--- src/design/cp0RegPkg.sv ---
package cp0RegPkg;

  // APB register map.
  typedef enum logic [4:0] {
    RegIndex    = 5'h00,
    RegEntryLo0 = 5'h04,
    RegEntryLo1 = 5'h08,
    RegEntryHi  = 5'h0C,
    RegCommand  = 5'h10
  } regAddrE;

  typedef enum logic [1:0] {
    OpNone  = 2'd0,
    OpTlbr  = 2'd1,
    OpTlbwi = 2'd2,
    OpTlbp  = 2'd3
  } tlbOpE;

  // Register bit positions.
  localparam int ProbeFailBit = 31;
  localparam int HiVpn2Lsb    = 13;
  localparam int HiGBit       = 12;

endpackage

--- src/design/mmuPkg.sv ---
package mmuPkg;

  localparam int NumEntries = 16;
  localparam int IdxW       = 4;
  localparam int Vpn2W      = 19;
  localparam int PfnW       = 24;
  localparam int PpnW       = 20;  // Low PFN bits that reach the bus.
  localparam int AsidW      = 8;
  localparam int PageOffW   = 12;
  localparam int EntryW     = 80;

  // PFN, D and V of one page half.
  localparam int LoW = PfnW + 2;

  // Packed entry fields from low to high.
  localparam int V0Bit   = 0;
  localparam int D0Bit   = 1;
  localparam int Pfn0Lsb = 2;
  localparam int V1Bit   = 26;
  localparam int D1Bit   = 27;
  localparam int Pfn1Lsb = 28;
  localparam int Vpn2Lsb = 52;
  localparam int GBit    = 71;
  localparam int AsidLsb = 72;

  // Virtual address split.
  localparam int OddBit      = 12;  // Picks the odd page.
  localparam int Vpn2AddrLsb = 13;

endpackage
--- src/design/mmuTop.sv ---
`timescale 1ns/1ps

module mmuTop
  import mmuPkg::*;
(
  input  logic        clk,
  input  logic        rst_n,
  input  logic        pSel,
  input  logic        pEnable,
  input  logic        pWrite,
  input  logic [4:0]  pAddr,
  input  logic [31:0] pWdata,
  output logic [31:0] pRdata,
  output logic        pReady,
  output logic        pSlverr,
  input  logic [31:0] insVirt,
  input  logic [31:0] dataVirt,
  output logic [31:0] insPhy,
  output logic        insMiss,
  output logic        insValid,
  output logic        insDirty,
  output logic [31:0] dataPhy,
  output logic        dataMiss,
  output logic        dataValid,
  output logic        dataDirty
);

  logic [EntryW-1:0] stageEntry;
  logic [EntryW-1:0] readEntry;
  logic [IdxW-1:0]   entryIdx;
  logic              entryWrite;
  logic [Vpn2W-1:0]  probeVpn2;
  logic [AsidW-1:0]  curAsid;
  logic              probeMiss;
  logic [IdxW-1:0]   probeIdx;

  cp0TlbRegs regs (
    .clk, .rst_n, .pSel, .pEnable, .pWrite, .pAddr, .pWdata, .pRdata, .pReady,
    .pSlverr, .stageEntry, .entryIdx, .entryWrite, .readEntry, .probeVpn2,
    .curAsid, .probeMiss, .probeIdx
  );

  tlbArray array (
    .clk, .rst_n, .entryWrite, .entryIdx, .stageEntry, .readEntry, .curAsid,
    .probeVpn2, .probeMiss, .probeIdx, .insVirt, .dataVirt, .insPhy, .insMiss,
    .insValid, .insDirty, .dataPhy, .dataMiss, .dataValid, .dataDirty
  );

endmodule

--- src/design/cp0TlbRegs.sv ---
`timescale 1ns/1ps

module cp0TlbRegs
  import mmuPkg::*;
  import cp0RegPkg::*;
(
  input  logic              clk,
  input  logic              rst_n,
  input  logic              pSel,
  input  logic              pEnable,
  input  logic              pWrite,
  input  logic [4:0]        pAddr,
  input  logic [31:0]       pWdata,
  output logic [31:0]       pRdata,
  output logic              pReady,
  output logic              pSlverr,
  output logic [EntryW-1:0] stageEntry,
  output logic [IdxW-1:0]   entryIdx,
  output logic              entryWrite,
  input  logic [EntryW-1:0] readEntry,
  output logic [Vpn2W-1:0]  probeVpn2,
  output logic [AsidW-1:0]  curAsid,
  input  logic              probeMiss,
  input  logic [IdxW-1:0]   probeIdx
);

  regAddrE          addr;
  tlbOpE            cmdOp;
  logic             access;
  logic             addrOk;
  logic             wrEn;
  logic [IdxW-1:0]  idx;
  logic             probeFail;
  logic [LoW-1:0]   lo0;
  logic [LoW-1:0]   lo1;
  logic [Vpn2W-1:0] hiVpn2;
  logic             hiG;
  logic [AsidW-1:0] hiAsid;

  assign addr   = regAddrE'(pAddr);
  assign access = pSel & pEnable;

  always_comb begin
    case (addr)
      RegIndex, RegEntryLo0, RegEntryLo1, RegEntryHi, RegCommand: addrOk = 1'b1;
      default: addrOk = 1'b0;
    endcase
  end

  assign pReady  = access;  // No wait states.
  assign pSlverr = access & ~addrOk;
  assign wrEn    = access & pWrite & addrOk;
  assign cmdOp   = (wrEn && addr == RegCommand) ? tlbOpE'(pWdata[1:0]) : OpNone;

  // Array latches the staged entry on the edge ending the access.
  assign entryWrite = (cmdOp == OpTlbwi);

  always_ff @(posedge clk or negedge rst_n) begin
    if (!rst_n) begin
      idx       <= '0;
      probeFail <= 1'b0;
      lo0       <= '0;
      lo1       <= '0;
      hiVpn2    <= '0;
      hiG       <= 1'b0;
      hiAsid    <= '0;
    end else begin
      if (wrEn) begin
        case (addr)
          RegIndex:    idx <= pWdata[IdxW-1:0];
          RegEntryLo0: lo0 <= pWdata[LoW-1:0];
          RegEntryLo1: lo1 <= pWdata[LoW-1:0];
          RegEntryHi: begin
            hiVpn2 <= pWdata[HiVpn2Lsb +: Vpn2W];
            hiG    <= pWdata[HiGBit];
            hiAsid <= pWdata[AsidW-1:0];
          end
          default: ;
        endcase
      end
      if (cmdOp == OpTlbr) begin
        hiAsid <= readEntry[AsidLsb +: AsidW];
        hiG    <= readEntry[GBit];
        hiVpn2 <= readEntry[Vpn2Lsb +: Vpn2W];
        lo1    <= readEntry[V1Bit +: LoW];
        lo0    <= readEntry[V0Bit +: LoW];
      end
      if (cmdOp == OpTlbp) begin
        idx       <= probeIdx;
        probeFail <= probeMiss;
      end
    end
  end

  always_comb begin
    pRdata = '0;
    case (addr)
      RegIndex: begin
        pRdata[ProbeFailBit] = probeFail;
        pRdata[IdxW-1:0]     = idx;
      end
      RegEntryLo0: pRdata[LoW-1:0] = lo0;
      RegEntryLo1: pRdata[LoW-1:0] = lo1;
      RegEntryHi: begin
        pRdata[HiVpn2Lsb +: Vpn2W] = hiVpn2;
        pRdata[HiGBit]             = hiG;
        pRdata[AsidW-1:0]          = hiAsid;
      end
      default: ;  // Command reads zero.
    endcase
  end

  always_comb begin
    stageEntry                      = '0;
    stageEntry[AsidLsb +: AsidW]    = hiAsid;
    stageEntry[GBit]                = hiG;
    stageEntry[Vpn2Lsb +: Vpn2W]    = hiVpn2;
    stageEntry[V1Bit +: LoW]        = lo1;
    stageEntry[V0Bit +: LoW]        = lo0;
  end

  assign entryIdx  = idx;
  assign probeVpn2 = hiVpn2;
  assign curAsid   = hiAsid;  // Current ASID lives in EntryHi.

endmodule

--- src/design/tlbArray.sv ---
`timescale 1ns/1ps

module tlbArray
  import mmuPkg::*;
(
  input  logic              clk,
  input  logic              rst_n,
  input  logic              entryWrite,
  input  logic [IdxW-1:0]   entryIdx,
  input  logic [EntryW-1:0] stageEntry,
  output logic [EntryW-1:0] readEntry,
  input  logic [AsidW-1:0]  curAsid,
  input  logic [Vpn2W-1:0]  probeVpn2,
  output logic              probeMiss,
  output logic [IdxW-1:0]   probeIdx,
  input  logic [31:0]       insVirt,
  input  logic [31:0]       dataVirt,
  output logic [31:0]       insPhy,
  output logic              insMiss,
  output logic              insValid,
  output logic              insDirty,
  output logic [31:0]       dataPhy,
  output logic              dataMiss,
  output logic              dataValid,
  output logic              dataDirty
);

  logic [EntryW-1:0] entries [NumEntries];

  always_ff @(posedge clk or negedge rst_n) begin
    if (!rst_n) begin
      for (int i = 0; i < NumEntries; i++) begin
        entries[i] <= '0;
      end
    end else if (entryWrite) begin
      entries[entryIdx] <= stageEntry;
    end
  end

  assign readEntry = entries[entryIdx];  // Feeds TLBR.

  tlbLookup lookupIns (
    .virtAddr (insVirt),
    .entries  (entries),
    .curAsid  (curAsid),
    .phyAddr  (insPhy),
    .miss     (insMiss),
    .valid    (insValid),
    .dirty    (insDirty),
    .matchIdx ()
  );

  tlbLookup lookupData (
    .virtAddr (dataVirt),
    .entries  (entries),
    .curAsid  (curAsid),
    .phyAddr  (dataPhy),
    .miss     (dataMiss),
    .valid    (dataValid),
    .dirty    (dataDirty),
    .matchIdx ()
  );

  // Probe only needs the match, so the page offset and odd bit are zero.
  tlbLookup lookupProbe (
    .virtAddr ({probeVpn2, {(PageOffW + 1){1'b0}}}),
    .entries  (entries),
    .curAsid  (curAsid),
    .phyAddr  (),
    .miss     (probeMiss),
    .valid    (),
    .dirty    (),
    .matchIdx (probeIdx)
  );

endmodule

--- src/design/tlbLookup.sv ---
`timescale 1ns/1ps

module tlbLookup
  import mmuPkg::*;
(
  input  logic [31:0]       virtAddr,
  input  logic [EntryW-1:0] entries [NumEntries],
  input  logic [AsidW-1:0]  curAsid,
  output logic [31:0]       phyAddr,
  output logic              miss,
  output logic              valid,
  output logic              dirty,
  output logic [IdxW-1:0]   matchIdx
);

  logic [NumEntries-1:0] hit;
  logic [EntryW-1:0]     winner;
  logic                  odd;
  logic [PfnW-1:0]       pfn;
  logic                  halfV;
  logic                  halfD;

  // Parallel compare of every entry.
  always_comb begin
    for (int i = 0; i < NumEntries; i++) begin
      hit[i] = (entries[i][Vpn2Lsb +: Vpn2W] == virtAddr[31:Vpn2AddrLsb]) &&
               (entries[i][GBit] || (entries[i][AsidLsb +: AsidW] == curAsid));
    end
  end

  // Lowest index wins.
  always_comb begin
    matchIdx = '0;
    for (int i = NumEntries - 1; i >= 0; i--) begin
      if (hit[i]) begin
        matchIdx = IdxW'(i);
      end
    end
  end

  assign miss   = ~|hit;
  assign winner = entries[matchIdx];
  assign odd    = virtAddr[OddBit];

  always_comb begin
    if (odd) begin
      pfn   = winner[Pfn1Lsb +: PfnW];
      halfV = winner[V1Bit];
      halfD = winner[D1Bit];
    end else begin
      pfn   = winner[Pfn0Lsb +: PfnW];
      halfV = winner[V0Bit];
      halfD = winner[D0Bit];
    end
  end

  // Zero result on a miss.
  always_comb begin
    if (miss) begin
      phyAddr = '0;
      valid   = 1'b0;
      dirty   = 1'b0;
    end else begin
      phyAddr = {pfn[PpnW-1:0], virtAddr[PageOffW-1:0]};
      valid   = halfV;
      dirty   = halfD;
    end
  end

endmodule

--- config.mk ---
export PLATFORM = sky130hd
export DESIGN_NAME = mmuTop
export DESIGN_NICKNAME = d
export VERILOG_FILES = /design/src/design/cp0RegPkg.sv /design/src/design/mmuPkg.sv /design/src/design/mmuTop.sv /design/src/design/cp0TlbRegs.sv /design/src/design/tlbArray.sv /design/src/design/tlbLookup.sv
export SDC_FILE = /design/constraint.sdc
export NUM_CORES = 2
export LEC_CHECK = 0
export BUFFER_PORTS_ARGS = -buffer_cell sky130_fd_sc_hd__buf_2
export CORE_UTILIZATION = 39
export CTS_CLUSTER_DIAMETER = 80
export DETAILED_ROUTE_END_ITERATION = 6
export GPL_ROUTABILITY_DRIVEN = 0
export PLACE_DENSITY = 0.51
export SETUP_SLACK_MARGIN = 0.15
export SLEW_MARGIN = 10
export SYNTH_ARGS = -nofsm -noshare
export SYNTH_HDL_FRONTEND = slang
export SYNTH_HIERARCHICAL = 1
export SYNTH_SLANG_ARGS = --single-unit
--- constraint.sdc ---
create_clock -name clk -period 4.8 [get_ports clk]
set_input_delay 0.72 -clock clk [delete_from_list [all_inputs] [get_ports clk]]
set_output_delay 0.72 -clock clk [all_outputs]
set_load 0.02 [all_outputs]
==> flow_metrics.py <==
metrics = {
    "critical_path": {
        "cpMostUsedCell": "buf_16",
        "critPathSlowestCell": "nor4_1",
        "cp_num_buf_inv": 9,
        "cp_cell_sequence": "xor2_1 -> nor4_1 -> nand4_1 -> or3_4 -> a211oi_2 -> buf_4 -> o211ai_1 -> buf_4 -> a21oi_4 -> buf_12 -> buf_16 -> buf_16 -> buf_12 -> buf_16 -> nand2_1 -> nand3_1 -> nand4_1 -> o2111ai_4 -> buf_6 -> buf_6",
        "critPathTopFamily": "simple AND/OR/NAND/NOR gates",
        "cp.depth": 20,
        "worst-path-max-fanout": 6,
        "arrival_ps": 5190,
        "critPathKind": "reg -> out",
        "reg2reg_from": "regs/probeVpn2[18]",
        "rr_worst_depth": 12,
        "cp-startpoint": "array/entries[142]",
        "start_kind": "register",
        "critical_path.max_stage_delay_ps": 630,
        "cp-end-kind": "output pin",
        "cp_data_required_time_ps": 4080,
    },
    "global_route": {
        "grt_use_met2_pct": 49.1,
        "antenna_found_initial": 24,
        "first_global_vias": 76100,
        "met3_usage_pct": 8.38,
        "grt_pass1_wl_um": 577000,
        "grt_max_degree": 142,
        "grt_use_met1_pct": 47.2,
        "grt_util_all_layers_pct": 34.0,
        "grt_overflow": 0,
        "busiest_layer": "met2",
    },
    "outcome": {
        "violations": "DRC, setup timing",
        "status": "complete, but fails checks",
    },
    "power_and_ir_drop": {
        "p_clk_share_pct": 47.9,
        "vdd_ir_drop_max_mv": 0.349,
        "power.switching_mw": 7.91,
        "power_per_cell_area_nw_per_um2": 249,
        "swShare_pct": 27.7,
        "comb_power_share_pct": 9.9,
        "p_seq_share_pct": 42.1,
        "power_leakage_nw": 50.5,
        "p_total_mw": 28.6,
        "intPower_mw": 20.7,
    },
    "cts": {
        "root_buffer": "clkbuf_16",
        "clock_latency_ps": 870,
        "htree_levels": 4,
        "clock_sinks": 1365,
        "cts.reportedPaths.clkPinSlew_ps": 60,
        "numCtsBuffers": 167,
        "cts_buffer_depth": 3,
        "cts_tree": "yes",
    },
    "sta": {
        "setup_ws_ps": -1110,
        "tns_ps": -48120,
        "final_max_slew_viol_count": 0,
        "max_slew_margin_pct": 24.0,
        "tightest_slew_ps": 1130,
        "hold_viol_final": 0,
        "period_minus_slack_ps": 5910,
        "finalClockSkew_ps": 38.0,
        "fmax_mhz": 169,
        "rsz0062_at_grt": "true",
        "setup_violations": 69,
        "finalCritPeriodShare_pct": 123,
    },
    "detailed_routing": {
        "antenna_left": 0,
        "wl_per_cell_um": 32.9,
        "drc": 6,
        "vias_per_cell": 6.29,
        "drtPass1Iterations": 7,
        "vias": 78600,
        "drt_iter0_drc": 10200,
        "drt_wl_total_um": 411000,
    },
    "finish": {
        "final_cells": 12500,
        "drive_gt1_share_pct": 39.8,
        "final_nets": 9427,
        "mostFrequentLayoutCells": "dfrtp_1, nand2_1, xor2_1",
        "utilization_pct": 49.9,
        "final_common_cell": "dfrtp_1",
        "area_growth_pct": 27.2,
    },
    "die": {
        "initial_utilization_pct": 39.2,
        "design.die.area_um2": 234000,
        "pin_count": 210,
        "core-area_um2": 230000,
        "row_count": 176,
        "die_w_um": 483,
        "die_h_um": 483,
    },
    "logic_synthesis": {
        "ys_warn_count": 6,
        "syn_area_per_cell_um2": 10.7,
        "syn-num-nets": 8543,
        "syn-cell-area_um2": 90300,
        "netlist_instances": 8437,
    },
    "hold_path": {
        "hp-class": "in -> reg",
        "hold_start": "pWdata[26]",
        "worstHoldPathCells": 3,
    },
    "placed_design": {
        "place_inst": 11900,
        "dp_hpwl_um": 267000,
        "dpl_worst_slack_ps": -1090,
        "numPortBuffers": 209,
    },
    "flow_run": {
        "maxCapViolCount": 0,
    },
}
[what timing repair did]
action,in CTS,in global routing
hold endpoints to repair,64,0
pin swaps,210,220
endpoints found under the setup margin,70,70
buffers inserted,103,93
gates cloned,33,19
gates resized for setup,460,373
hold buffers,1,0
[flip-flops by register name, summed over array words and instances, names as in the netlist]
signal and count:
regs/entryIdx 4, regs/probeVpn2 19, regs/curAsid 8, array/entries 1280, regs/hiG 1, regs/lo1 26
regs/probeFail 1, regs/lo0 26
[worst paths after layout]
check | to | slack [ps]
min in group asynchronous | array/entries[1198] | 460
min reg2reg | array/entries[370] | 480
max reg2reg | regs/entryIdx[0] | 490
min | regs/probeVpn2[13] | 140
max in group asynchronous | array/entries[510] | 2880
max | dataPhy[27] | -1110
[stage by stage]
step | hold slack, ps | instance area (µm²)
floorplan | 424 | 90300
global placement | 462 | 102000
detailed placement | 474 | 102000
CTS | 101 | 112000
global route | 141 | 115000
finish | 137 | 115000
[worst min-delay path: cells and delay by family]
family | cells | cell delay (ps)
buffers and inverters | 1 | 80
AOI/OAI and AO/OA | 2 | 150
[routing by layer]
layer	wire, µm	vias to the layer above	part of all wire, %
li1	-	32200	-
met1	168000	40400	41
met2	173000	4927	42
met3	45400	1142	11
met4	24200	20	5.9
met5	100	-	0.024
[cell type report]
type	count	area, µm²
Sequential cell	1365	34200
Multi-Input combinational cell	6200	54300
Fill cell	20300	115000
Tap cell	3026	3790
Inverter	92	400
Clock buffer	230	4860
Timing Repair Buffer	1492	16300
Timing Repair inverter	3	71.3
Antenna cell	8	20.0
Clock inverter	78	977
[power by group through the flow]
stage | registers (mW) | logic [mW] | clock network [mW]
3_5_place_dp | 12.2 | 2.56 | 0
2_1_floorplan | 11.9 | 1.53 | 0
4_1_cts | 12.0 | 2.65 | 13.8
6_report | 12.1 | 2.84 | 13.7
5_1_grt | 12.1 | 2.96 | 14.3
3_3_place_gp | 12.2 | 2.54 | 0
No activity file was read; power rests on OpenSTA's default activity.
